--- src/rtl/capture_pkg.sv ---
// Shared widths, types and register map for the AXI-S packet capture subsystem
// Imported by every RTL module and by the testbench
package capture_pkg;

    // Data plane geometry
    localparam int DATA_BYTES = 4;
    localparam int MEM_DEPTH = 256;
    localparam int MEM_ADDR_W = 8;
    // Byte 0 of tdata lands in the top byte of a memory word when set
    localparam bit NETWORK_BYTE_ORDER = 1'b1;
    localparam int AXIL_ADDR_W = 16;

    typedef logic [8*DATA_BYTES-1:0] data_t;
    typedef logic [DATA_BYTES-1:0] keep_t;
    typedef logic [3:0] tid_t;
    typedef logic [3:0] tdest_t;
    typedef logic [7:0] tuser_t;
    typedef logic [MEM_ADDR_W-1:0] mem_addr_t;
    // Packet length in bytes
    typedef logic [15:0] byte_len_t;
    typedef logic [AXIL_ADDR_W-1:0] axil_addr_t;

    // Field order matches the META register layout, tuser on top
    typedef struct packed {
        tuser_t tuser;
        tdest_t tdest;
        tid_t   tid;
    } meta_t;

    typedef struct packed {
        data_t tdata;
        keep_t tkeep;
        logic  tlast;
        meta_t meta;
    } axis_beat_t;

    typedef struct packed {
        data_t                       data;
        logic                        sop;
        logic                        eop;
        // Valid bytes in this word, 1 to DATA_BYTES
        logic [$clog2(DATA_BYTES):0] nbytes;
        meta_t                       meta;
    } packet_word_t;

    typedef struct packed {
        logic      en;
        mem_addr_t addr;
        data_t     data;
    } mem_wr_t;

    typedef struct packed {
        logic      done;
        logic      truncated;
        byte_len_t length;
        meta_t     meta;
    } capture_status_t;

    // Register map
    localparam axil_addr_t REG_CONTROL = 16'h0000;
    localparam axil_addr_t REG_STATUS = 16'h0004;
    localparam axil_addr_t REG_LENGTH = 16'h0008;
    localparam axil_addr_t REG_META = 16'h000C;
    localparam axil_addr_t MEM_BASE = 16'h1000;

    typedef enum logic [1:0] {
        IDLE,
        WAIT_SOP,
        CAPTURE,
        DONE
    } capture_state_e;

endpackage

--- src/rtl/packet_capture_ctrl.sv ---
// Capture engine FSM for one packet per arm request
// Writes packet words to memory at line rate and keeps length, meta and truncation
// Status fields are read by the register slave
`timescale 1ns/1ps

module packet_capture_ctrl import capture_pkg::*; (
    input  logic            clk,
    input  logic            rst_n,
    input  logic            arm,
    input  logic            word_valid,
    input  packet_word_t    word,
    output mem_wr_t         mem_wr,
    output capture_status_t status,
    output logic            en
);

    capture_state_e state;

    // Words stored so far, one extra bit so a full memory is visible
    logic [MEM_ADDR_W:0] word_cnt;

    logic accept;
    logic start;
    logic room;

    // Packet start restarts at address 0
    assign start = word.sop;

    // WAIT_SOP only takes a packet start, CAPTURE takes everything
    assign accept = word_valid &&
                    (((state == WAIT_SOP) && word.sop) || (state == CAPTURE));

    // Space left for a continuation word
    assign room = start || (word_cnt < MEM_DEPTH);

    assign en = (state == WAIT_SOP) || (state == CAPTURE);

    // Memory write happens in the same cycle the word arrives
    always_comb begin
        mem_wr.en = accept && room;
        mem_wr.addr = start ? '0 : word_cnt[MEM_ADDR_W-1:0];
        mem_wr.data = word.data;
    end

    always_ff @(posedge clk or negedge rst_n) begin
        if (!rst_n) begin
            state <= IDLE;
            word_cnt <= '0;
            status <= '0;
        end else begin
            // Arm only from idle or after a finished capture
            if (arm && ((state == IDLE) || (state == DONE))) begin
                state <= WAIT_SOP;
                status.done <= 1'b0;
                status.truncated <= 1'b0;
            end

            if (accept) begin
                if (start) begin
                    word_cnt <= 1;
                    status.length <= byte_len_t'(word.nbytes);
                    // Meta is taken from the first word only
                    status.meta <= word.meta;
                    status.truncated <= 1'b0;
                end else begin
                    if (room) begin
                        word_cnt <= word_cnt + 1'b1;
                    end else begin
                        // Word dropped, length still counts it
                        status.truncated <= 1'b1;
                    end
                    status.length <= status.length + byte_len_t'(word.nbytes);
                end

                if (word.eop) begin
                    state <= DONE;
                    status.done <= 1'b1;
                end else begin
                    state <= CAPTURE;
                end
            end
        end
    end

endmodule

--- config.mk ---
export PLATFORM = sky130hd
export DESIGN_NAME = packet_capture_ctrl
export DESIGN_NICKNAME = d
export VERILOG_FILES = /design/src/rtl/capture_pkg.sv /design/src/rtl/packet_capture_ctrl.sv
export SDC_FILE = /design/constraint.sdc
export NUM_CORES = 1
export LEC_CHECK = 0
export ABC_AREA = 1
export BUFFER_PORTS_ARGS = -buffer_cell sky130_fd_sc_hd__buf_4
export CORE_MARGIN = 2
export CORE_UTILIZATION = 25
export DETAILED_ROUTE_END_ITERATION = 8
export SETUP_SLACK_MARGIN = 0.15
export SLEW_MARGIN = 10
export SYNTH_ARGS = -nofsm -noshare
export SYNTH_HDL_FRONTEND = slang
export SYNTH_SLANG_ARGS = --single-unit
--- constraint.sdc ---
create_clock -name clk -period 1.47 [get_ports clk]
set_input_delay 0.0735 -clock clk [delete_from_list [all_inputs] [get_ports clk]]
set_output_delay 0.0735 -clock clk [all_outputs]
set_load 0.005 [all_outputs]
* Word-level counts from Yosys, hierarchy flattened
Index checks and enable logic that the tools add are counted.
** Storage, ports and cells
- Flip-flop bits (word level) :: 45
- Input port bits :: 57
- Output and inout port bits :: 76
** Cells by class
- $add $sub $neg :: 2
- $lt $le $gt $ge :: 1
- Eq/ne operators :: 3
- Mux-type cells :: 12
- Reductions and logical operators :: 13
** Operators with widths (number)
- $mux 34 :: 1
- $mux 9 :: 2
- $mux 17 :: 1
- $add 16x3->16 :: 1
- $mux 16 :: 1
- $add 9x1->9 const B :: 1
- $lt 9x9->1 const B :: 1
- $mux 8 :: 1
- $mux 2 :: 3
- $eq 2x2->1 const B :: 2
- $logic_and 1x1->1 :: 4
- $logic_or 1x1->1 :: 4
- $reduce_and 2->1 :: 2
- $reduce_bool 2->1 :: 2
- $mux 1 :: 3
- $eq 2x1->1 const B :: 1
- $logic_not 2->1 :: 1

* Longest topological paths before layout
- Depth after elaboration :: 7
- Depth in mapped cells :: 10
- Mapped depth without buffers :: 10

* Worst setup path after synthesis
No wires, ideal clock.
- Path type :: register to register
- Start :: register status[16] (netlist bit)
- End :: register status[24] (netlist bit)
- Setup time :: 83 ps
- Arrival :: 1545 ps
- Required time :: 1387 ps
- Setup slack :: -158 ps
- Stages on the path, launching flop included :: 10
- Path buffers :: 0
- Clock period less this slack :: 1628 ps
- Cells stage by stage :: dfrtp_1 -> ha_1 -> fa_1 -> nand2_1 -> nand2_1 -> nand2_1 -> nor2_1 -> nand2_1 -> nand3_1 -> o21ai_0
** On the way
- Cells in the longest elaborated chain, start to end :: 2
** RTL lines
- start, declared :: RTL line packet_capture_ctrl.sv:13 : output capture_status_t status,
- $add 16x3->16 :: RTL line packet_capture_ctrl.sv:72 : status.length <= status.length + byte_len_t'(word.nbytes);
- $mux 17 :: RTL line packet_capture_ctrl.sv:59 : if (start) begin
Every way passes these cells.
A chain may end at the register's enable or synchronous reset.

* Worst setup path in the final report
Ends and elaborated chain as after synthesis.

==> results_dict.tcl <==
set metrics [dict create \
    status "complete, but fails checks" \
    violations "negative setup slack" \
    powerDensity_nw_per_um2 1430 \
    final_area_sq_um 4000 \
    yosys_warnings 0 \
    relSlewSlack_pct 59.6 \
    nets 504 \
    hold-path-endpoint "status[33]$_DFF_PN0_" \
    grt_overflow_total 0 \
    critPathArrivalTime_ps 1790 \
    holdCritPathClass "primary input to flip-flop" \
    synth_cells 350 \
    worstPathRequired_ps 1660 \
    cts_sinks 45 \
    cts_buffers 5 \
    place_area_sq_um 3200 \
    hp-start "word[19]" \
    io_buffers 68 \
    worstSetupPathType "flip-flop to flip-flop" \
    rsz0062_at_grt "yes" \
    avgSynthCellArea_sq_um 7.49 \
    grtUsageTotal_pct 12.1 \
    synthMuxAreaShare_pct 0 \
    synth_compound_area_share_pct 6.01 \
    io_pins 133 \
    total_power_mw 5.74 \
    start_util_pct 25.6 \
    seq_area_frac_synth_pct 43.0 \
    vias 2462 \
    hold_depth 3 \
    yosysUniqueCellTypes 26 \
    maxSlewViolCount 0 \
    synthAdderAreaFrac_pct 3.63 \
    core.rowCount 37 \
    cp-start-kind "flip-flop" \
    peakVddDrop_v 0.000584 \
    synthesis.area_sq_um 2620 \
    async_flop_share_pct 100 \
    grt_pass1_wl_mm 11.2 \
    htreeDepth 2 \
    synth_seq_cells 45 \
    n_antenna_cell 0 \
    reg2reg_depth 9 \
    r2r-end "status[24]$_DFFE_PN0P_" \
    synth-simple-area-share_pct 31.3 \
    antenna_found_initial 0 \
    setup_violations 40 \
    maxCapViolations 0 \
    fp.dieH_um 106 \
    yosysTopAreaCell "dfrtp_1" \
    fin_util_pct 39.1 \
    worstSkewPairLatency_ps 290 \
    drt_iter0_markers 59 \
    first_pass_iters 4 \
    coreArea_sq_um 10200 \
    vias_per_cell 4.27 \
    drive_gt1_share_pct 42.2 \
    gp_congestion 0.803 \
    ant_nets 0 \
    fmaxAchievable_ghz 0.627 \
    syn_nets 414 \
    finClkSkew_ps 5.24 \
    layout_min_cycle_time_ps 1600 \
    wl_per_cell_um 12.0 \
    cts_root_buf "clkbuf_8" \
    synth_flop_cell "dfrtp_1" \
    grt_pass1_vias 2404 \
    worst_pin_slew_ps 606 \
    grt_max_degree 46 \
    fin_crit_sh_pct 109 \
    hpwl_mm 4.51 \
    p_leak_nw 1.99 \
    synth-edff-count 0 \
    place_ws_ps -125 \
    die_w_um 106 \
    clk_pin_slew_ps 90 \
    tns_ps -2460 \
    reg2reg_from "status[16]$_DFFE_PN0P_" \
    fillers 1045 \
    cts_tree "done" \
    die_area_sq_um 11300 \
    finalHoldViolCount 0 \
    drc 0 \
    fin_hold_ws_ps 39.0 \
    ys_top_cells_by_area "dfrtp_1 43%, nand2_1 16%, buf_4 9.5%" \
    synth_xor_area_share_pct 0 \
    post-synth-top-area-fraction_pct 43.0 \
    placed_cells 532 \
    netlist_top_cells_count "115 x nand2_1, 50 x nor2_1, 45 x dfrtp_1" \
    clockBufferDepth 2 \
    crit_path_end_kind "flip-flop" \
    synth_top_family_by_area "simple AND/OR/NAND/NOR gates" \
    reg2reg_setup_slack_ps -130 \
    synth.most_common_cell "nand2_1" \
    final_cells 577 \
    syn_to_final_growth_pct 52.6 \
    setup_ws_ps -126 \
    critPathMaxFanout 3 \
    finalWirelength_mm 6.93 \
]
==> registers in the layout (all words and copies together), names as in the netlist <==
name / flops
state: 2
word_cnt: 9
status: 34
==> cells in the final DEF, fill, tap and decap left out, types with 2 or more instances in the layout <==
| cell type | count |
|---|---|
| nand3_1 | 8 |
| nor2_2 | 3 |
| buf_12 | 5 |
| buf_4 | 84 |
| inv_1 | 26 |
| buf_8 | 2 |
| ha_1 | 2 |
| nand2_1 | 82 |
| a21oi_1 | 8 |
| nor2_4 | 7 |
| o21ai_0 | 3 |
| o21ai_2 | 5 |
| nand2_4 | 13 |
| nand3_2 | 4 |
| buf_6 | 13 |
| o21ai_1 | 6 |
| nand2_2 | 23 |
| nor2_1 | 42 |
| dlygate4sd3_1 | 17 |
| clkinv_2 | 2 |
| nand4_1 | 6 |
| nor3_1 | 4 |
| dfrtp_1 | 45 |
| a31oi_1 | 3 |
| clkbuf_8 | 5 |
| nor3_2 | 2 |
| inv_2 | 5 |
| ha_4 | 3 |
==> cell families (layout without fill, tap and decap cells) <==
kind of cell / Yosys count / in the layout
AO/OA/AOI/OAI: 28 / 28
adder cells (fa/ha/maj): 7 / 7
buffers and inverters: 73 / 164
flip-flops: 45 / 45
AND/OR/NAND/NOR: 197 / 197
==> what timing repair did <==
item | CTS | global route
hold buffers | 17 | 0
gates cloned | 1 | 0
setup endpoints to repair | 43 | 45
gates resized for setup | 23 | 89
buffers inserted | 5 | 14
endpoints found under the hold margin | 61 | 0
pin swaps | 6 | 23
==> metal layers <==
layer  share of wire [%]  vias to the layer above  global-route usage (%)
met2                  51                       57                    21.2
met4                 1.0                        0                    3.57
li1                    -                     1235                       -
met5                   0                        -                       0
met3                 4.8                       14                    2.70
met1                  43                     1156                    14.7
==> worst max path at each step <==
| stage | start | endpoint | cells after the start |
|---|---|---|---|
| final | status[16]$_DFFE_PN0P_ | status[24]$_DFFE_PN0P_ | 9 |
| after global routing | status[16]$_DFFE_PN0P_ | status[20]$_DFFE_PN0P_ | 8 |
| after CTS | status[16]$_DFFE_PN0P_ | status[28]$_DFFE_PN0P_ | 10 |
| after detailed placement | status[16]$_DFFE_PN0P_ | status[24]$_DFFE_PN0P_ | 9 |
| after global placement | status[16]$_DFFE_PN0P_ | status[30]$_DFFE_PN0P_ | 10 |
| after floorplan | status[16]$_DFFE_PN0P_ | status[30]$_DFFE_PN0P_ | 10 |
==> critical path, stage by stage, from the launching register on <==
cell and delay [ps]:
dfrtp_1 390, ha_2 200, fa_2 350, nand2_2 90
nand2_2 60, nand2_4 100, buf_4 110, o21bai_1 50
nand3_1 70, o21ai_1 70
==> layout make-up <==
cell class | instances | area (sq um) | area share [%]
well taps | 136 | 170 | 4.25
inverters | 34 | 143 | 3.57
repair buffers | 122 | 1100 | 27.6
clock inverters | 2 | 10.0 | 0.250
multi-input cells | 232 | 1370 | 34.3
flip-flops and latches | 45 | 1130 | 28.2
clock buffers | 6 | 72.6 | 1.81
==> report_power, final <==
group | switching [mW] | total, mW | internal, mW
Sequential | 0.347 | 1.97 | 1.62
Combinational | 1.34 | 3.00 | 1.66
Clock | 0.441 | 0.772 | 0.331
Note: power is estimated with default switching activity, not from simulation.
