`config.mk`:
```
export PLATFORM = sky130hd
export DESIGN_NAME = axil_capture_regs
export DESIGN_NICKNAME = d
export VERILOG_FILES = /design/src/rtl/capture_pkg.sv /design/src/rtl/axil_capture_regs.sv
export SDC_FILE = /design/constraint.sdc
export NUM_CORES = 1
export LEC_CHECK = 0
export BUFFER_PORTS_ARGS = -buffer_cell sky130_fd_sc_hd__buf_4
export CAP_MARGIN = 10
export CORE_MARGIN = 3
export CORE_UTILIZATION = 43
export DETAILED_ROUTE_END_ITERATION = 7
export GPL_TIMING_DRIVEN = 0
export HOLD_SLACK_MARGIN = 0.12
export PLACE_DENSITY = 0.82
export REMOVE_ABC_BUFFERS = 1
export SLEW_MARGIN = 40
export SYNTH_ARGS = -nofsm -noshare
export SYNTH_HDL_FRONTEND = slang
export SYNTH_SLANG_ARGS = --single-unit
```
`constraint.sdc`:
```
create_clock -name clk -period 6.11 [get_ports clk]
set_clock_uncertainty 0.15 [all_clocks]
set_input_delay 1.222 -clock clk [delete_from_list [all_inputs] [get_ports clk]]
set_output_delay 1.222 -clock clk [all_outputs]
set_load 0.1 [all_outputs]
```
`src/rtl/capture_pkg.sv`:
```
// Shared widths, types and register map for the AXI-S packet capture subsystem
// Imported by every RTL module and by the testbench
package capture_pkg;

    // Data plane geometry
    localparam int DATA_BYTES = 4;
    localparam int MEM_DEPTH = 256;
    localparam int MEM_ADDR_W = 8;
    // Byte 0 of tdata lands in the top byte of a memory word when set
    localparam bit NETWORK_BYTE_ORDER = 1'b1;
    localparam int AXIL_ADDR_W = 16;

    typedef logic [8*DATA_BYTES-1:0] data_t;
    typedef logic [DATA_BYTES-1:0] keep_t;
    typedef logic [3:0] tid_t;
    typedef logic [3:0] tdest_t;
    typedef logic [7:0] tuser_t;
    typedef logic [MEM_ADDR_W-1:0] mem_addr_t;
    // Packet length in bytes
    typedef logic [15:0] byte_len_t;
    typedef logic [AXIL_ADDR_W-1:0] axil_addr_t;

    // Field order matches the META register layout, tuser on top
    typedef struct packed {
        tuser_t tuser;
        tdest_t tdest;
        tid_t   tid;
    } meta_t;

    typedef struct packed {
        data_t tdata;
        keep_t tkeep;
        logic  tlast;
        meta_t meta;
    } axis_beat_t;

    typedef struct packed {
        data_t                       data;
        logic                        sop;
        logic                        eop;
        // Valid bytes in this word, 1 to DATA_BYTES
        logic [$clog2(DATA_BYTES):0] nbytes;
        meta_t                       meta;
    } packet_word_t;

    typedef struct packed {
        logic      en;
        mem_addr_t addr;
        data_t     data;
    } mem_wr_t;

    typedef struct packed {
        logic      done;
        logic      truncated;
        byte_len_t length;
        meta_t     meta;
    } capture_status_t;

    // Register map
    localparam axil_addr_t REG_CONTROL = 16'h0000;
    localparam axil_addr_t REG_STATUS = 16'h0004;
    localparam axil_addr_t REG_LENGTH = 16'h0008;
    localparam axil_addr_t REG_META = 16'h000C;
    localparam axil_addr_t MEM_BASE = 16'h1000;

    typedef enum logic [1:0] {
        IDLE,
        WAIT_SOP,
        CAPTURE,
        DONE
    } capture_state_e;

endpackage

```
`src/rtl/axil_capture_regs.sv`:
```
// AXI4-Lite slave for the packet capture control plane
// Control, status, length and meta registers plus readback of the packet memory
// Reads take two cycles so memory data can be selected after its read latency
`timescale 1ns/1ps

module axil_capture_regs import capture_pkg::*; (
    input  logic            clk,
    input  logic            rst_n,
    // Write address and data
    input  logic            awvalid,
    output logic            awready,
    input  axil_addr_t      awaddr,
    input  logic            wvalid,
    output logic            wready,
    input  data_t           wdata,
    // Write response
    output logic            bvalid,
    input  logic            bready,
    // Read address
    input  logic            arvalid,
    output logic            arready,
    input  axil_addr_t      araddr,
    // Read data
    output logic            rvalid,
    input  logic            rready,
    output data_t           rdata,
    // Capture engine side
    input  capture_status_t status,
    input  logic            en,
    output logic            arm,
    output mem_addr_t       rd_addr,
    input  data_t           rd_data
);

    logic  wr_fire;
    logic  ar_fire;
    logic  s1_valid;
    logic  s1_is_mem;
    data_t s1_reg_data;
    data_t reg_rdata;
    logic  ar_is_mem;

    // Address and data accepted together, never while a response is pending
    assign awready = awvalid && wvalid && !bvalid;
    assign wready = awvalid && wvalid && !bvalid;
    assign wr_fire = awvalid && wvalid && !bvalid;

    always_ff @(posedge clk or negedge rst_n) begin
        if (!rst_n) begin
            bvalid <= 1'b0;
            arm <= 1'b0;
        end else begin
            if (wr_fire) begin
                bvalid <= 1'b1;
            end else if (bready) begin
                bvalid <= 1'b0;
            end
            // Self-clearing arm bit, other addresses are silently ignored
            arm <= wr_fire && (awaddr == REG_CONTROL) && wdata[0];
        end
    end

    // One read in flight at a time
    assign arready = !s1_valid && !rvalid;
    assign ar_fire = arvalid && arready;

    // Memory is addressed straight from araddr, data comes back next cycle
    assign rd_addr = araddr[MEM_ADDR_W+1:2];
    assign ar_is_mem = (araddr >= MEM_BASE) &&
                       (int'(araddr) < int'(MEM_BASE) + MEM_DEPTH * DATA_BYTES);

    always_comb begin
        reg_rdata = '0;
        case (araddr)
            // Bit 2 reports armed
            REG_STATUS: reg_rdata = {29'b0, en, status.truncated, status.done};
            REG_LENGTH: reg_rdata = {16'h0000, status.length};
            REG_META: reg_rdata = {16'h0000, status.meta};
            // Control and unmapped addresses read as zero
            default: reg_rdata = '0;
        endcase
    end

    // Read pipeline control
    always_ff @(posedge clk or negedge rst_n) begin
        if (!rst_n) begin
            s1_valid <= 1'b0;
            rvalid <= 1'b0;
        end else begin
            s1_valid <= ar_fire;
            if (s1_valid) begin
                rvalid <= 1'b1;
            end else if (rready) begin
                rvalid <= 1'b0;
            end
        end
    end

    // Read pipeline data
    always_ff @(posedge clk) begin
        if (ar_fire) begin
            s1_is_mem <= ar_is_mem;
            s1_reg_data <= reg_rdata;
        end
        // rdata only loads when a new read completes, so it holds until rready
        if (s1_valid) begin
            rdata <= s1_is_mem ? rd_data : s1_reg_data;
        end
    end

endmodule

```
Word-level counts from Yosys, hierarchy flattened:

Cells that the tools add are included.

* magnitude comparators: 2
* equality and inequality tests: 3
* mux-type cells: 6
* reduce and logical (&&, ||, !) cells: 13

Operator list (number)
* 16-bit one-hot mux with 3 select lines: 1
* 16-bit by 4-bit equality test with 1-bit output (second input constant): 2
* 32-bit 2-to-1 mux: 1
* 16-bit by 3-bit equality test with 1-bit output (second input constant): 1
* 16-bit by 13-bit >= comparator with 1-bit output (second input constant): 1
* 16-bit zero test: 1
* 16-bit by 13-bit < comparator with 1-bit output (second input constant): 1
* 1-bit logical AND: 7
* 1-bit 2-to-1 mux: 4
* 2-bit nonzero test: 2
* 1-bit zero test: 3

* register bits: 69
* bits of input ports: 138
* output and inout port bits: 46
* logic and storage cells: 31

Depth between registers and ports, before layout:

Gate-level depths: netlist of run 1.

* depth after elaboration: 4
* mapped depth: 4
* mapped depth without buffers: 3

Least setup slack after synthesis of run 1:

Ideal clock, no wire load.

* path type: in2out
* start point: in awvalid
* end point: out wready
* arrival: 2351 ps
* data required time: 4738 ps
* path slack: 2387 ps
* stages on the path: 3
* path buffers: 1
* cell sequence: nand3_1 -> inv_1 -> buf_4

* word-level cells in the longest chain between the ends: 2

Ends and longest elaborated chain
* start: declaration: line axil_capture_regs.sv:10 `input logic awvalid,`
* 1-bit logical AND (2 in a row)
* end: declaration: line axil_capture_regs.sv:14 `output logic wready,`

Every way passes these cells.

Final worst setup path of run 1:

* start point: in araddr[2]
* end point: out rd_addr[0]

RTL lines
* start: declaration: line axil_capture_regs.sv:22 `input axil_addr_t araddr,`
* end: declaration: line axil_capture_regs.sv:31 `output mem_addr_t rd_addr,`

No word-level cell between the ends.

==> results of run 1 <==
## power by group through the flow
stage	logic, mW	clock network [mW]	registers (mW)
finish	0.386	0.233	0.473
detailed placement	0.385	0	0.483
global placement	0.377	0	0.484
global route	0.399	0.254	0.479
CTS	0.386	0.237	0.474
floorplan	0.0581	0	0.667
## per-stage QoR
stage	hold slack [ns]	power, mW	cell area [um^2]
6_report	0.371	1.09	3700
5_1_grt	0.384	1.13	3700
4_1_cts	0.381	1.10	3690
3_5_place_dp	0.360	0.868	3580
3_3_place_gp	0.345	0.861	3560
2_1_floorplan	0.351	0.725	2330
## registers in the layout (all words and copies together), names as in the netlist
register and count:
arm 1, bvalid 1, rdata 32, rvalid 1, s1_is_mem 1, s1_reg_data 16, s1_valid 1
## layout by cell type, fill, tap and decap left out, types with 2 or more instances in the layout
cell type | Yosys | routed
edfxtp_1 | 49 | 49
nand4_1 | 2 | 2
nor4_1 | 3 | 3
nor2_1 | 9 | 9
a22oi_1 | 3 | 3
and2_1 | 17 | 17
buf_4 | 9 | 152
inv_1 | 3 | 3
mux2i_1 | 13 | 13
mux2_2 | 8 | 8
mux2_1 | 11 | 11
buf_6 | 1 | 2
nor2_2 | 9 | 9
dfrtp_1 | 4 | 3
nor4_4 | 2 | 2
clkbuf_8 | 0 | 5
nor3_1 | 2 | 2
## final cells by class
class | count | area (um^2) | share of cell area, %
multi-input cells | 90 | 752 | 20.3
flip-flops and latches | 53 | 1570 | 42.5
clock buffers | 6 | 72.6 | 1.96
inverters | 3 | 11.3 | 0.304
clock inverters | 2 | 38.8 | 1.05
repair buffers | 154 | 1160 | 31.5
well taps | 70 | 87.6 | 2.37
## path summary, 6_finish.rpt
kind                                  endpoint  slack, ns      startpoint
max in group asynchronous             s1_valid       5.16           rst_n
worst max register to register  s1_reg_data[0]       4.17        s1_valid
worst min-delay path                  rdata[2]       0.37  s1_reg_data[2]
worst min register to register        rdata[2]       0.37  s1_reg_data[2]
worst max-delay path                rd_addr[0]       2.89       araddr[2]
min in group asynchronous               bvalid       0.54           rst_n
## metal layers
metal	share of wire, %	routed length, um	vias up
li1	-	-	874
met1	33	1900	819
met2	58	3340	77
met3	7.1	408	8
met4	1.7	95	0
met5	0	0	-
## kinds of logic after synthesis
kind of cell / Yosys count
simple gates: 53
buf+inv: 18
compound gates: 5
flops: 53
mux: 32
==> flow_summary.yaml, run 1 <==
run:
  drv_cap: 0
setup_path:
  cp-end-kind: "output port"
  worstPathArrival_ns: 1.84
  cp-start-kind: "primary input"
  cp.depth: 2
  worst_r2r_path_depth: 3
  path_delay_family: "buffers and inverters"
  cp_num_buf_inv: 2
  worst-setup-path-type: "primary input to output port"
  crit_required_ns: 4.74
  path_cells: "buf_4 > buf_4"
  cp_max_fo: 18
  max_stage_delay_ns: 0.35
  crit_slowest_cell: "buf_4"
  critPathMostFrequentCell: "buf_4"
route:
  vias: 1778
  drtIter0Drc: 50
  drc_errors: 0
  dr.pass1.iters: 4
  vias_per_cell: 4.70
  wl_mm: 5.74
  ant_nets: 0
  avgRoutedWirePerCell_um: 15.2
power:
  ir_drop_mv: 0.147
  seqPwrFrac_pct: 43.3
  swShare_pct: 37.9
  p_sw_mw: 0.414
  p_per_area_nw_per_um2: 295
  p_int_mw: 0.677
  power_leakage_nw: 1.62
  combPwrFrac_pct: 35.3
  p_clk_share_pct: 21.3
yosys:
  yosys_register_bits: 53
  yosysWarnings: 0
  avgSynthCellArea_um2: 15.1
  synth.cell_area_um2: 2440
  synth_simple_gate_area_share_pct: 15.3
  synth_area_leaders: "edfxtp_1 (60%), mux2i_1 (5.3%), mux2_1 (5.1%)"
  synthMuxAreaShare_pct: 14.1
  synth_top_family_by_area: "simple AND/OR/NAND/NOR gates"
  seq_area_frac_synth_pct: 64.5
  ys.flop_type: "edfxtp_1"
  yosys.area.top_type: "edfxtp_1"
  synth_top_area_share_pct: 60.4
  synthesis.instances: 161
  async_reset_ff_share_pct: 7.55
  yosysMostFrequentCell: "edfxtp_1"
  synth_compound_area_share_pct: 1.44
  synth-xor-area-share_pct: 0
  synth_edf_count: 49
  synth_cell_types: 29
  yosys.area_share.adder_pct: 0
  ys_top_cells_by_count: "edfxtp_1 (49), and2_1 (17), mux2i_1 (13)"
floorplan:
  dieArea_um2: 6610
  initial_core_util_pct: 46.0
  pin_count: 184
  chipHeight_um: 81.3
  die_x_um: 81.3
  core_area_um2: 5300
  rows: 26
clock_tree:
  cts.path.max_buffers: 2
  cts.sinks: 53
  cts_buffers: 5
  hold_buffers: 0
  htreeDepth: 2
  clk_pin_slew_ns: 0.09
  post_cts_buffers: 0
  root_buffer: "clkbuf_8"
  clock_latency_ns: 0.30
  cts.repair.resized: 0
  cts_tree: "yes"
grt:
  grt_pass1_vias: 1767
  grt_max_degree: 35
  grt_antenna_before_repair: 0
  grt-busiest-layer: "met2"
  overflow: 0
  gr-usage-all-layers_pct: 16.8
  grtUsageMet2_pct: 32.8
  use_met3_pct: 2.66
  use_met1_pct: 17.5
  grt_pass1_wl_mm: 8.14
timing:
  finalSetupTns_ns: 0
  finalSetupViolCount: 0
  maxSlewViolCount: 0
  fmax_mhz: 311
  finalCritPeriodShare_pct: 52.6
  worstMarginPinSlew_ns: 0.728
  grt_setup_unrepaired: "no"
  min_period_ns: 3.22
  report.final.hold_viol_count: 0
  slew_headroom_pct: 51.4
  fin_ws_ns: 2.89
placed_design:
  gp_congestion: 0.740
  place_inst: 369
  place_ws_ns: 2.88
  dp_hpwl_mm: 4.58
  place.port_buffers: 152
final_layout:
  antenna_cells: 0
  fin_util_pct: 69.7
  nNetsFinal: 445
  fill_cells: 391
  areaGrowthSynthToFinish_pct: 51.7
  drive_gt1_share_pct: 60.1
  fin_cells: 378
run_status:
  status: "finished, final reports clean"
worst_hold_path:
  hold_depth: 1
  hold_class: "register to register"
No activity file was read; power rests on OpenSTA's default activity.
==> run 2, diff against run 1 <==
--- a/config.mk
+++ b/config.mk
@@ -8,11 +8,11 @@
 export BUFFER_PORTS_ARGS = -buffer_cell sky130_fd_sc_hd__buf_4
 export CAP_MARGIN = 10
 export CORE_MARGIN = 3
-export CORE_UTILIZATION = 43
+export CORE_UTILIZATION = 36
 export DETAILED_ROUTE_END_ITERATION = 7
 export GPL_TIMING_DRIVEN = 0
 export HOLD_SLACK_MARGIN = 0.12
-export PLACE_DENSITY = 0.82
+export PLACE_DENSITY = 0.73
 export REMOVE_ABC_BUFFERS = 1
 export SLEW_MARGIN = 40
 export SYNTH_ARGS = -nofsm -noshare
==> constraint.sdc (replaced) <==
create_clock -name clk -period 2.6 [get_ports clk]
set_clock_uncertainty 0.15 [all_clocks]
set_input_delay 0.52 -clock clk [delete_from_list [all_inputs] [get_ports clk]]
set_output_delay 0.52 -clock clk [all_outputs]
set_load 0.1 [all_outputs]
==> run 2 against run 1 <==
  * Sequential share of layout area about the same
  * Final area up 0.10%
  * Flip-flop and latch count unchanged
  * Clock power up 130%
  * Non-clock buffer count unchanged
  * Setup slack worse by 2.5 ns
  * Global-route usage down 3.0 points
  * First-iteration DRC count up 8.0%
  * Critical path depth unchanged
  * Count of clock-buffer cells in the layout unchanged
  * Combinational power up 130%
==> flow_summary.yaml, run 2 (same netlist as run 1, synthesis figures left out) <==
route:
  dr.pass1.iters: 2
  ant_nets: 0
  wl_mm: 5.53
  vias: 1778
  drc_errors: 0
  vias_per_cell: 4.62
  drtIter0Drc: 54
  avgRoutedWirePerCell_um: 14.4
clock_tree:
  cts.path.max_buffers: 2
  cts_tree: "yes"
  cts.repair.resized: 0
  clk_pin_slew_ns: 0.08
  clock_latency_ns: 0.29
  cts_buffers: 5
  root_buffer: "clkbuf_8"
  cts.sinks: 53
  post_cts_buffers: 0
  htreeDepth: 2
run:
  drv_cap: 0
final_layout:
  final_cell_mix: "buf_4 (152), edfxtp_1 (49), and2_1 (16)"
  nNetsFinal: 445
  antenna_cells: 0
  fin_util_pct: 57.3
  largest_register_ffs: 32
  regMostFlops: "rdata"
  drive_gt1_share_pct: 59.7
  fin_cells: 385
  areaGrowthSynthToFinish_pct: 51.9
  largest_registers: "rdata (32), s1_reg_data (16)"
  final_common_cell: "buf_4"
floorplan:
  die_x_um: 88.3
  dieArea_um2: 7790
  chipHeight_um: 88.3
  core_area_um2: 6460
  rows: 29
  pin_count: 184
  initial_core_util_pct: 37.7
placed_design:
  place_inst: 376
  gp_congestion: 0.713
  dp_hpwl_mm: 4.44
  place.port_buffers: 152
setup_path:
  worst-setup-path-type: "register to output port"
  worst_r2r_path_depth: 2
  regToRegSetupSlack_ns: 0.75
  cp-end-kind: "output port"
  cp_max_fo: 34
  crit_required_ns: 1.93
  reg2reg_from: "s1_valid"
  cp-start-kind: "register"
  timing.rr.end: "s1_reg_data[8]"
  worstPathArrival_ns: 1.54
power:
  combPwrFrac_pct: 35.3
  p_int_mw: 1.58
  ir_drop_mv: 0.358
  p_clk_share_pct: 21.1
  power_leakage_nw: 1.62
  seqPwrFrac_pct: 43.6
  total_power_mw: 2.55
  p_sw_mw: 0.966
  p_per_area_nw_per_um2: 689
  swShare_pct: 37.9
worst_hold_path:
  hold_depth: 2
  hold_class: "primary input to register"
  hp-start: "bready"
  whs_endpoint: "bvalid"
grt:
  grt_max_degree: 35
  grt_pass1_vias: 1777
  gr-usage-all-layers_pct: 13.7
  grt_pass1_wl_mm: 8.19
  overflow: 0
  grtUsageMet2_pct: 26.4
  use_met1_pct: 14.7
  grt-busiest-layer: "met2"
  grt_antenna_before_repair: 0
  use_met3_pct: 2.79
timing:
  min_period_ns: 2.21
  grt_setup_unrepaired: "no"
  finalSetupViolCount: 0
  fmax_mhz: 453
  finalCritPeriodShare_pct: 84.9
  report.final.hold_viol_count: 0
  finalSetupTns_ns: 0
  maxSlewViolCount: 0
  slew_headroom_pct: 49.3
  hold_slack_ns: 0.251
  worstMarginPinSlew_ns: 0.761
run_status:
  status: "finished, final reports clean"
-- run 2: critical path, stage by stage (launching register included) --
cell and delay [ns]:
dfrtp_2 0.86, nor2_1 0.11, buf_4 0.27
-- run 2: timing repair --
action | 4_1_cts | 5_1_grt
hold buffers | 1 | 0
hold endpoints to repair | 4 | 0
setup endpoints to repair | 0 | 0
-- run 2: how the worst max path moves through the flow --
stage	start	to	slack, ns
floorplan	s1_valid	s1_is_mem	-0.75
CTS	s1_valid	arready	0.36
detailed placement	s1_valid	s1_reg_data[6]	0.44
finish	s1_valid	arready	0.39
global placement	s1_valid	s1_reg_data[6]	0.13
global route	s1_valid	arready	0.25
-- run 2: cell type report --
| type | instances | area (um^2) |
|---|---|---|
| fillers | 547 | 2760 |
| well taps | 77 | 96.3 |
| clock buffers | 6 | 72.6 |
| clock inverters | 2 | 33.8 |
| repair buffers | 154 | 1160 |
| flip-flops and latches | 53 | 1570 |
| inverters | 3 | 11.3 |
| multi-input cells | 90 | 753 |
-- run 2: metrics by stage --
step / instance area [um^2] / worst slack, ns
floorplan: 2330 / -0.755
global placement: 3570 / 0.131
detailed placement: 3580 / 0.438
CTS: 3700 / 0.356
global route: 3700 / 0.250
finish: 3700 / 0.393
-- run 2: per-layer routing --
layer  wire, um  part of all wire [%]  vias to the layer above
li1           -                     -                      871
met1       1860                    34                      828
met2       3230                    58                       69
met3        319                   5.8                       10
met4        124                   2.2                        0
met5          0                     0                        -
-- run 2: power by group through the flow --
| stage | clock network (mW) | logic (mW) | registers (mW) |
|---|---|---|---|
| 6_report | 0.538 | 0.901 | 1.11 |
| 5_1_grt | 0.594 | 0.933 | 1.13 |
| 4_1_cts | 0.553 | 0.909 | 1.12 |
| 3_5_place_dp | 0 | 0.907 | 1.13 |
| 3_3_place_gp | 0 | 0.891 | 1.14 |
| 2_1_floorplan | 0 | 0.137 | 1.57 |
