### src/rtl/capture_pkg.sv
// Shared widths, types and register map for the AXI-S packet capture subsystem
// Imported by every RTL module and by the testbench
package capture_pkg;

    // Data plane geometry
    localparam int DATA_BYTES = 4;
    localparam int MEM_DEPTH = 256;
    localparam int MEM_ADDR_W = 8;
    // Byte 0 of tdata lands in the top byte of a memory word when set
    localparam bit NETWORK_BYTE_ORDER = 1'b1;
    localparam int AXIL_ADDR_W = 16;

    typedef logic [8*DATA_BYTES-1:0] data_t;
    typedef logic [DATA_BYTES-1:0] keep_t;
    typedef logic [3:0] tid_t;
    typedef logic [3:0] tdest_t;
    typedef logic [7:0] tuser_t;
    typedef logic [MEM_ADDR_W-1:0] mem_addr_t;
    // Packet length in bytes
    typedef logic [15:0] byte_len_t;
    typedef logic [AXIL_ADDR_W-1:0] axil_addr_t;

    // Field order matches the META register layout, tuser on top
    typedef struct packed {
        tuser_t tuser;
        tdest_t tdest;
        tid_t   tid;
    } meta_t;

    typedef struct packed {
        data_t tdata;
        keep_t tkeep;
        logic  tlast;
        meta_t meta;
    } axis_beat_t;

    typedef struct packed {
        data_t                       data;
        logic                        sop;
        logic                        eop;
        // Valid bytes in this word, 1 to DATA_BYTES
        logic [$clog2(DATA_BYTES):0] nbytes;
        meta_t                       meta;
    } packet_word_t;

    typedef struct packed {
        logic      en;
        mem_addr_t addr;
        data_t     data;
    } mem_wr_t;

    typedef struct packed {
        logic      done;
        logic      truncated;
        byte_len_t length;
        meta_t     meta;
    } capture_status_t;

    // Register map
    localparam axil_addr_t REG_CONTROL = 16'h0000;
    localparam axil_addr_t REG_STATUS = 16'h0004;
    localparam axil_addr_t REG_LENGTH = 16'h0008;
    localparam axil_addr_t REG_META = 16'h000C;
    localparam axil_addr_t MEM_BASE = 16'h1000;

    typedef enum logic [1:0] {
        IDLE,
        WAIT_SOP,
        CAPTURE,
        DONE
    } capture_state_e;

endpackage

### src/rtl/axis_to_packet.sv
// Adapter from AXI-S beats to packet words for the capture engine
// Marks start of packet, counts kept bytes and reorders bytes for the memory
`timescale 1ns/1ps

module axis_to_packet import capture_pkg::*; (
    input  logic         clk,
    input  logic         rst_n,
    input  logic         axis_tvalid,
    input  axis_beat_t   beat,
    output logic         word_valid,
    output packet_word_t word
);

    // High when the next beat opens a packet
    logic sop;

    always_ff @(posedge clk or negedge rst_n) begin
        if (!rst_n) begin
            sop <= 1'b1;
        end else if (axis_tvalid) begin
            // A tlast beat means the following beat is a new packet
            sop <= beat.tlast;
        end
    end

    // Stream never stalls, so every valid beat is a word
    assign word_valid = axis_tvalid;

    always_comb begin
        word = '0;
        word.sop = sop;
        word.eop = beat.tlast;
        word.meta = beat.meta;
        // tkeep is contiguous from byte 0, so counting set bits gives the length
        for (int i = 0; i < DATA_BYTES; i++) begin
            if (beat.tkeep[i]) begin
                word.nbytes = word.nbytes + 1'b1;
                if (NETWORK_BYTE_ORDER) begin
                    word.data[8*(DATA_BYTES-1-i) +: 8] = beat.tdata[8*i +: 8];
                end else begin
                    word.data[8*i +: 8] = beat.tdata[8*i +: 8];
                end
            end
            // Unkept bytes stay zero from the default above
        end
    end

endmodule

### config.mk
export PLATFORM = sky130hd
export DESIGN_NAME = axis_to_packet
export DESIGN_NICKNAME = d
export VERILOG_FILES = /design/src/rtl/capture_pkg.sv /design/src/rtl/axis_to_packet.sv
export SDC_FILE = /design/constraint.sdc
export NUM_CORES = 1
export LEC_CHECK = 0
export BUFFER_PORTS_ARGS = -buffer_cell sky130_fd_sc_hd__buf_2
export CAP_MARGIN = 20
export CORE_MARGIN = 5
export CORE_UTILIZATION = 25
export DETAILED_ROUTE_END_ITERATION = 10
export GPL_ROUTABILITY_DRIVEN = 0
export PLACE_DENSITY = 0.85
export SKIP_CTS_REPAIR_TIMING = 1
export SLEW_MARGIN = 20
export SYNTH_ARGS = -nofsm -noshare
export SYNTH_HDL_FRONTEND = slang
export SYNTH_SLANG_ARGS = --single-unit
### constraint.sdc
create_clock -name clk -period 4.5 [get_ports clk]
set_clock_uncertainty 0.2 [all_clocks]
set_input_delay 0.675 -clock clk [delete_from_list [all_inputs] [get_ports clk]]
set_output_delay 0.675 -clock clk [all_outputs]
set_load 0.05 [all_outputs]
======== After elaboration in Yosys (flattened, before gate mapping) ========
Index checks and enable logic that the tools add are counted.
operators by class
  $add $sub $neg .......................... 3
  mux-type cells .......................... 8
operators with widths
  operator                                                        number
  8-bit two-way mux                                               3
  16-bit two-way mux                                              1
  3-bit by 1-bit adder with 3-bit output (second input constant)  3
  3-bit two-way mux                                               3
  1-bit two-way mux                                               1
word-level totals
  register bits ........................... 1
  output and inout bits ................... 54
  logic and storage cells ................. 12

======== Logic depth before layout (Yosys ltp) ========
Gate-level depths: netlist of the first run.
  depth in word-level cells ............... 7
  mapped depth ............................ 7
  gate-level depth less buffers ........... 7

======== Worst setup path after synthesis of the first run ========
OpenSTA, ideal clock, no wires.
  path kind ............................... input-to-output
  from .................................... in beat[17] (netlist bit)
  to ...................................... out word[18] (netlist bit)
  data arrival time ....................... 2.191 ns
  data required time ...................... 3.625 ns
  slack ................................... 1.434 ns
  cell stages on the path ................. 6
  cell sequence ........................... inv_1 > ha_1 > xor2_1 > ha_1 > nand2_1 > xor2_1
RTL lines
  item             RTL line              text
  start, declared  axis_to_packet.sv:9   input axis_beat_t beat,
  end, declared    axis_to_packet.sv:11  output packet_word_t word

==> results, run 1 <==
- The clock power share is 0%.
- In this run the worst hold path is classified as in -> async.
- In this run, synthesis produced a sequential element count of 1.
- The internal power of the cells totals 0.04934 mW.
- The number of nets in the synthesized netlist is 129.
- The total count of max-transition violations in the final report was 0.
- The die covers 0.002996 sq mm.
- For the final routed database, the setup TNS stands at 0 ns.
- In this run the most used layer during global routing was met2.
- The share of total power dissipated in sequential elements is 7.4%.
- The worst hold slack after final layout is 0.4072 ns.
- The count of mapped cells out of synthesis is 70.
- The clock-pin slew of the registers on the worst-case setup and hold paths is 0 ns.
- The switching power is 0.09939 mW.
- STA classifies the critical path startpoint as an input port.
- The routed layout has 636 vias.
- The run finished with clean final reports.
- The largest registers in the layout are sop: 1 flops.
- The reported leakage power is 0.4893 nW.
- The count of boundary I/O pins is 110.
- The count of buffers added on input and output ports is 77.
- Setup repair after global routing left no endpoint under its margin.
- From synthesis to final layout, the design area changed by 53.25%.
- In this run the vertical extent of the chip is 54.74 um.
- IR analysis of the VDD net gives a maximum drop of 0.08489 mV.
- The data required time at the worst endpoint is 3.62 ns.
- The ratio of total power to cell area is 193.9 mW/mm^2.
- The detailed-routing iteration count for the pre-antenna-repair pass is 2.
- The met1 capacity usage during global routing is 9.003%.
- Counting flops per register, the top entry is sop.
- The tightest slew margin relative to the limit is 82.94%.
- The repair_antennas step left the layout with diodes totalling 0.
- Summing every instance area after synthesis gives 500.5 sq um.
- The worst register-to-register path begins at sop$_DFFE_PN1P_.
- Across every metal layer, demand over resource in global routing totals 8.847%.
- The number of flip-flops in the largest register is 1.
- The final hold violation count came to 0.
- Entering global routing, the biggest net connects 13 pins.
- The largest total area in the synthesized netlist belongs to sky130_fd_sc_hd__and2_1.
- Global routing consumed, on the met3 layer, 2.725% of the routing resources.
- The total wire length after detailed routing is 1.562 mm.
- In the routed design, unresolved DRC markers number 0.
- The total grt overflow is 0.
- The worst reg2reg path depth is 1.
- In the final layout, flip-flops and latches occupy 26.28 sq um.
- The row count is 16.
- The actual transition at the worst max-transition pin is 0.2577 ns.
- Each instance of the synthesized netlist takes up on average 7.150 sq um.
- The tool flagged a number of max-cap violations equal to 0.
- Leaving out fill and tap cells, the most frequent cells in the layout are 77 x sky130_fd_sc_hd__buf_2, 33 x sky130_fd_sc_hd__and2_1, 3 x sky130_fd_sc_hd__xor2_1, 3 x sky130_fd_sc_hd__ha_1.
- Summing all multi-input logic gate instances after layout gives 314.1 sq um.
- The initial antenna violation count is 0.
- For flop-to-flop paths, the worst setup slack is 3.60 ns.
- In the final layout, the share of cells above drive strength 1 is 63.49%.
- For this block, the initial DRC count from the detailed router was 2.
- Net switching is 66.83% of the power.
- The clock latency at the later pin of the worst-skew pair is 0 ns.
- The first global-routing pass estimated 2.097 mm of wire.
- Summed over its instances, the top area cell type makes up 41.25% of the synthesized netlist area.
- Summing the sequential cell areas from Yosys gives 5.250% of the chip area.
- The startpoint-to-endpoint class of the critical path is in -> out.
- Counting the fill cells in the layout gives 220.
- In this run the worst path has a maximum fanout of 10.
- The net count of the finished layout is 187.
- The arrival time at the worst endpoint is 2.07 ns.
- The initial standard-cell utilization of the core is 25.77%.
- For met2 alone, demand over resource in global routing was 17.91%.
- Combinational logic burns 92.6% of the power.
- Once detailed placement completed, the half-perimeter wirelength came to 1.461 mm.
- Setup violations remaining at the end of the flow were counted as 0.
- For this run, the top clock speed supported by timing is 339.2 MHz.
- The most common cell after layout, fill and taps aside is sky130_fd_sc_hd__buf_2.
- The final critical-path share of the clock period is 65.51%.
- The worst register-to-register path ends at sop$_DFFE_PN1P_.
- The via count of the first global-routing pass is 519.
- The die outline width is 54.74 um.
- The total of warnings raised by yosys is 0.
- The worst path in the final design needs a cycle of 2.948 ns, including I/O delays and setup.
- The ratio of routed vias to standard cells is 4.157.
- The detail route stage leaves a number of antenna-violating nets equal to 0.
- The count of distinct cell types in the synthesized netlist is 13.
- In this run the standard cell core region covers 0.001942 sq mm.
- STA classifies the critical path endpoint as a primary output.
- By area the synthesized netlist is led by sky130_fd_sc_hd__and2_1 41%, sky130_fd_sc_hd__buf_4 28%, sky130_fd_sc_hd__ha_1 7.5%.
- The average wire per standard cell is 10.21 um.
-- per-stage QoR --
stage / cell area (sq um) / power, mW / utilization (%) / cells / setup WS [ns]
4_1_cts: 767.0 / 0.1503 / 39.50 / 153 / 1.527
6_report: 767.0 / 0.1487 / 39.50 / 153 / 1.552
2_1_floorplan: 500.5 / 0.1519 / - / 70 / 1.434
3_5_place_dp: 767.0 / 0.1501 / 39.50 / 153 / 1.528
5_1_grt: 767.0 / 0.1578 / 39.50 / 153 / 1.434
3_3_place_gp: 767.0 / 0.1487 / 39.50 / 153 / 1.569
-- how the worst max path moves through the flow --
stage | from | slack, ns | cells after the start | endpoint
finish | beat[17] | 1.55 | 8 | word[18]
global route | beat[18] | 1.43 | 8 | word[18]
CTS | beat[17] | 1.53 | 8 | word[18]
detailed placement | beat[17] | 1.53 | 8 | word[18]
global placement | beat[18] | 1.57 | 8 | word[18]
floorplan | beat[17] | 1.43 | 6 | word[18]
-- cell type report --
type	count	share of cell area, %
inverters	2	0.9788
multi-input cells	46	40.95
flip-flops and latches	1	3.426
well taps	27	4.405
repair buffers	77	50.24
-- routing by layer --
metal | up-vias | routed length, um
li1 | 308 | -
met1 | 264 | 505
met2 | 64 | 695
met3 | 0 | 361
met4 | 0 | 0
met5 | - | 0
-- worst max-delay path, cell delays in order --
cell,delay (ns)
sky130_fd_sc_hd__buf_2,0.15
sky130_fd_sc_hd__inv_1,0.06
sky130_fd_sc_hd__ha_1,0.31
sky130_fd_sc_hd__xor2_1,0.22
sky130_fd_sc_hd__ha_1,0.18
sky130_fd_sc_hd__nand2_1,0.06
sky130_fd_sc_hd__xor2_1,0.14
sky130_fd_sc_hd__buf_2,0.27
-- cell usage after synthesis --
cell type,instances
sky130_fd_sc_hd__and2_1,33
sky130_fd_sc_hd__buf_2,1
sky130_fd_sc_hd__buf_4,19
sky130_fd_sc_hd__clkbuf_2,1
sky130_fd_sc_hd__dfstp_2,1
sky130_fd_sc_hd__ha_1,3
sky130_fd_sc_hd__inv_1,2
sky130_fd_sc_hd__mux2_2,1
sky130_fd_sc_hd__nand2_1,2
sky130_fd_sc_hd__nand3_1,1
sky130_fd_sc_hd__nor2_1,2
sky130_fd_sc_hd__o31ai_2,1
sky130_fd_sc_hd__xor2_1,3
-- power by group through the flow --
stage / clock, mW / sequential, mW / combinational (mW)
2_1_floorplan: 0 / 0.0110 / 0.141
3_3_place_gp: 0 / 0.0111 / 0.138
3_5_place_dp: 0 / 0.0111 / 0.139
4_1_cts: 0 / 0.0111 / 0.139
5_1_grt: 0 / 0.0112 / 0.147
6_report: 0 / 0.0111 / 0.138
-- kinds of logic (layout without fill, tap and decap cells) --
group	count (synthesis)	in the layout	share of synthesized area (%)
compound gates	1	1	2.500
xor+xnor	3	3	5.251
fa+ha+maj	3	3	7.501
buf+inv	23	79	32.00
flops	1	1	5.251
mux	1	1	2.250
simple gates	38	38	45.25
No activity file was read; power rests on OpenSTA's default activity.
==> inputs of run 2 (changes only) <==
--- a/config.mk
+++ b/config.mk
@@ -5,13 +5,14 @@
 export SDC_FILE = /design/constraint.sdc
 export NUM_CORES = 1
 export LEC_CHECK = 0
+export ABC_AREA = 1
 export BUFFER_PORTS_ARGS = -buffer_cell sky130_fd_sc_hd__buf_2
 export CAP_MARGIN = 20
 export CORE_MARGIN = 5
-export CORE_UTILIZATION = 25
+export CORE_UTILIZATION = 23
 export DETAILED_ROUTE_END_ITERATION = 10
 export GPL_ROUTABILITY_DRIVEN = 0
-export PLACE_DENSITY = 0.85
+export PLACE_DENSITY = 0.76
 export SKIP_CTS_REPAIR_TIMING = 1
 export SLEW_MARGIN = 20
 export SYNTH_ARGS = -nofsm -noshare
==> constraint.sdc (replaced) <==
create_clock -name clk -period 2.5 [get_ports clk]
set_clock_uncertainty 0.2 [all_clocks]
set_input_delay 0.375 -clock clk [delete_from_list [all_inputs] [get_ports clk]]
set_output_delay 0.375 -clock clk [all_outputs]
set_load 0.05 [all_outputs]
==> results, run 2 <==
- The actual transition at the worst max-transition pin is 0.2597 ns (was 0.2577 ns).
- The clock latency at the later pin of the worst-skew pair is 0 ns (about the same).
- The count of mapped cells out of synthesis came to 118 (was 70).
- The data required time at the worst endpoint is 1.92 ns (was 3.62 ns).
- The total negative slack for setup checks came to 0 ns (unchanged).
- The number of buffers added on ports was 77 (unchanged).
- The core footprint is 0.002477 sq mm (was 0.001942 sq mm).
- The startpoint-to-endpoint class of the critical path was in -> out (unchanged).
- The first-pass GRT wire length was 2.359 mm (was 2.097 mm).
- The initial antenna violation count is 0 (unchanged).
- Regs by FF count: sop: 1 flops (unchanged).
- The final worst-path setup slack is 0.2020 ns (was 1.552 ns).
- For the finished layout, the period the worst path requires is 2.298 ns.
- The fill cell total of the finished layout is 285 (was 220).
- The post-synthesis to final-layout area growth is 44.40% (was 53.25%).
- The die extent in y is 60.73 um (was 54.74 um).
- The detailed-routing iteration count for the pre-antenna-repair pass is 4 (was 2).
- The count of boundary I/O pins is 110 (unchanged).
- The arrival time at the worst endpoint was 1.72 ns (was 2.07 ns).
- The combined global-route utilization of all metal layers is 7.626% (was 8.847%).
- Of the available clock period, the critical path in the final layout requires 91.92%.
- The ratio of routed vias to standard cells is 3.574 (was 4.157).
- The initial standard-cell utilization of the core is 23.89% (was 25.77%).
- RSZ-0062 raised after global routing: false (unchanged).
- The number of maximum-capacitance constraint violations is 0 (unchanged).
- The tightest slew margin relative to the limit is 82.80% (was 82.94%).
- The clock-pin slew of the registers on the worst-case setup and hold paths came to 0 ns (about the same).
- The share of the synthesized area in the top cell type is 27.91% (was 41.25%).
- The reported leakage power is 0.7872 nW (was 0.4893 nW).
- The via count of the first global-routing pass came to 640 (was 519).
- The highest fanout seen on the critical path was 3 (was 10).
- The total nets after synthesis is 177 (was 129).
- The average wire per standard cell is 7.995 um (was 10.21 um).
- The final hold violation count was 0 (unchanged).
- The number of endpoints failing setup at the final stage is 0 (unchanged).
- Highest-count cells in the layout ignoring fill and taps: 77 x sky130_fd_sc_hd__buf_2, 44 x sky130_fd_sc_hd__nand2_1, 41 x sky130_fd_sc_hd__inv_1 (was 77 x sky130_fd_sc_hd__buf_2, 33 x sky130_fd_sc_hd__and2_1, 3 x sky130_fd_sc_hd__xor2_1, 3 x sky130_fd_sc_hd__ha_1).
- The combined area of all synthesized cells is 591.8 sq um (was 500.5 sq um).
- The detailed-route via count is 729 (was 636).
- The most frequently used cell type in the post-synthesis netlist is sky130_fd_sc_hd__nand2_1 (was sky130_fd_sc_hd__and2_1).
- The post-synthesis sequential element count is 1 (unchanged).
- The area of the multi-input gates came to 236.5 sq um (was 314.1 sq um).
- The kind of launch point of the worst setup path is an input port (unchanged).
- The fraction of final layout cells with drive strength greater than 1 was 45.98% (was 63.49%).
- The post-synthesis sequential area ratio is 4.440% (was 5.250%).
- The worst vdd rail ir drop is 0.1278 mV (was 0.08489 mV).
- The total of warnings raised by yosys is 0 (unchanged).
- The total die area was 0.003688 sq mm (was 0.002996 sq mm).
- The most instantiated flip-flop cell in the synthesis netlist is sky130_fd_sc_hd__dfstp_2 (unchanged).
- The worst flop-to-flop path endpoint is sop$_DFFE_PN1P_ (unchanged).
- The number of DRC violations after detailed-routing iteration 0 is 8 (was 2).
- The total count of max-transition violations in the final report is 0 (unchanged).
- Run status: finished clean (unchanged).
- The async set-reset flop share out of synthesis is 100.0% (unchanged).
- The class of the worst hold path is in -> async (unchanged).
- The die outline width is 60.73 um (was 54.74 um).
- The start of the worst register-to-register path is sop$_DFFE_PN1P_ (unchanged).
- The worst reg2reg path depth is 2 (was 1).
- The most common cell after layout, fill and taps aside is sky130_fd_sc_hd__buf_2 (unchanged).
- The count of distinct cell types in the synthesized netlist is 12 (was 13).
- The ratio of total power to cell area is 315.1 mW/mm^2 (was 193.9 mW/mm^2).
- The number of inserted diodes is 0 (unchanged).
- The DRC violations left is 0 (unchanged).
- The nature of the critical path endpoint was a primary output (unchanged).
- The startpoint of the most critical setup path is beat[18] (was beat[17]).
- The capturing element of the worst setup path was word[18] (unchanged).
- The final standard cell utilization of the core is 34.49% (was 39.50%).
- The total half-perimeter wirelength after legalization and detailed placement is 1.502 mm (was 1.461 mm).
- The largest area contributor in the synthesized netlist is sky130_fd_sc_hd__nand2_1 (was sky130_fd_sc_hd__and2_1).
- The number of flip-flops in the largest register came to 1 (unchanged).
- Based on the critical path, the design can be clocked at up to 435.2 MHz.
- The largest net degree at the start of global routing was 14 (was 13).
- The net count of the finished layout is 235 (was 187).
- The number of flops mapped to enable cells by yosys is 0 (unchanged).
- Most numerous cell types in the synthesized netlist: 44 x sky130_fd_sc_hd__nand2_1, 41 x sky130_fd_sc_hd__inv_1, 19 x sky130_fd_sc_hd__buf_4 (was 33 x sky130_fd_sc_hd__and2_1, 19 x sky130_fd_sc_hd__buf_4, 3 x sky130_fd_sc_hd__ha_1, 3 x sky130_fd_sc_hd__xor2_1).
- The total wire length after detailed routing is 1.631 mm (was 1.562 mm).
- Biggest area contributors in the synthesized netlist: sky130_fd_sc_hd__nand2_1 28%, sky130_fd_sc_hd__inv_1 26%, sky130_fd_sc_hd__buf_4 24% (was sky130_fd_sc_hd__and2_1 41%, sky130_fd_sc_hd__buf_4 28%, sky130_fd_sc_hd__ha_1 7.5%).
- The setup slack of the worst register-to-register path was 1.54 ns (was 3.60 ns).
- The worst setup slack before clock tree synthesis came to 0.1997 ns (was 1.528 ns).
- The row count is 18 (was 16).
- The top register by number of flip-flops is sop (unchanged).
- The mean instance size in the synthesized netlist came to 5.015 sq um (was 7.150 sq um).
- The remaining number of nets flagged by the antenna check after routing is 0 (unchanged).
- The footprint of the flip-flops and latches is 26.28 sq um (unchanged).
- The total grt overflow came to 0 (unchanged).
[run 2: layout make-up]
cell class | count | area share, %
timing repair buffer | 79 | 46.85
multi-input combinational | 53 | 27.67
inverter | 41 | 18.01
tap | 30 | 4.392
sequential | 1 | 3.075
[run 2: worst min-delay path by stage]
stage / start / to / slack [ns] / cells after the start
finish: rst_n / sop$_DFFE_PN1P_ / 0.11 / 1
floorplan: rst_n / sop$_DFFE_PN1P_ / 0.03 / 0
detailed placement: rst_n / sop$_DFFE_PN1P_ / 0.11 / 1
CTS: rst_n / sop$_DFFE_PN1P_ / 0.11 / 1
global route: rst_n / sop$_DFFE_PN1P_ / 0.12 / 1
global placement: rst_n / sop$_DFFE_PN1P_ / 0.11 / 1
[run 2: metrics by stage]
stage	cell area (sq um)	power (mW)	std cells	hold WS (ns)
2_1_floorplan	591.8	0.2746	118	0.02716
6_report	854.6	0.2693	204	0.1106
5_1_grt	854.6	0.2894	204	0.1227
4_1_cts	854.6	0.2726	204	0.1142
3_5_place_dp	854.6	0.2723	204	0.1149
3_3_place_gp	854.6	0.2701	204	0.1079
[run 2: routing by layer]
layer  global-route usage, %  wire length (um)  vias to the layer above  share of wire [%]
met5                       0                 0                        -                  0
met4                  0.3096                 0                        0                  0
met3                   1.702               243                        0                 15
met2                   15.42               808                       51                 50
met1                   8.354               579                      266                 35
li1                        -                 -                      412                  -
[run 2: critical path: stages]
cell and delay, ns:
sky130_fd_sc_hd__buf_2 0.10, sky130_fd_sc_hd__inv_1 0.04, sky130_fd_sc_hd__ha_1 0.30, sky130_fd_sc_hd__inv_1 0.06
sky130_fd_sc_hd__nand2_1 0.06, sky130_fd_sc_hd__nand2_1 0.07, sky130_fd_sc_hd__inv_1 0.05, sky130_fd_sc_hd__ha_1 0.17
sky130_fd_sc_hd__nand2_1 0.08, sky130_fd_sc_hd__nand4_1 0.08, sky130_fd_sc_hd__nand2_1 0.07, sky130_fd_sc_hd__buf_2 0.26
[run 2: logic make-up (layout without fill, tap and decap cells)]
group	Yosys count	after routing	synth area share [%]
buffers and inverters	64	120	55.60
and+or+nand+nor	47	47	30.66
AOI/OAI and AO/OA	3	3	2.959
adders and majority gates	3	3	6.343
DFF	1	1	4.441
[run 2: power by group]
part	internal [mW]	leakage (nW)	switching, mW	total, mW
registers	0.0190	0.0105	0.000727	0.0197
logic	0.0660	0.777	0.184	0.250
clock network	0	0	0	0
total	0.0850	0.787	0.184	0.269
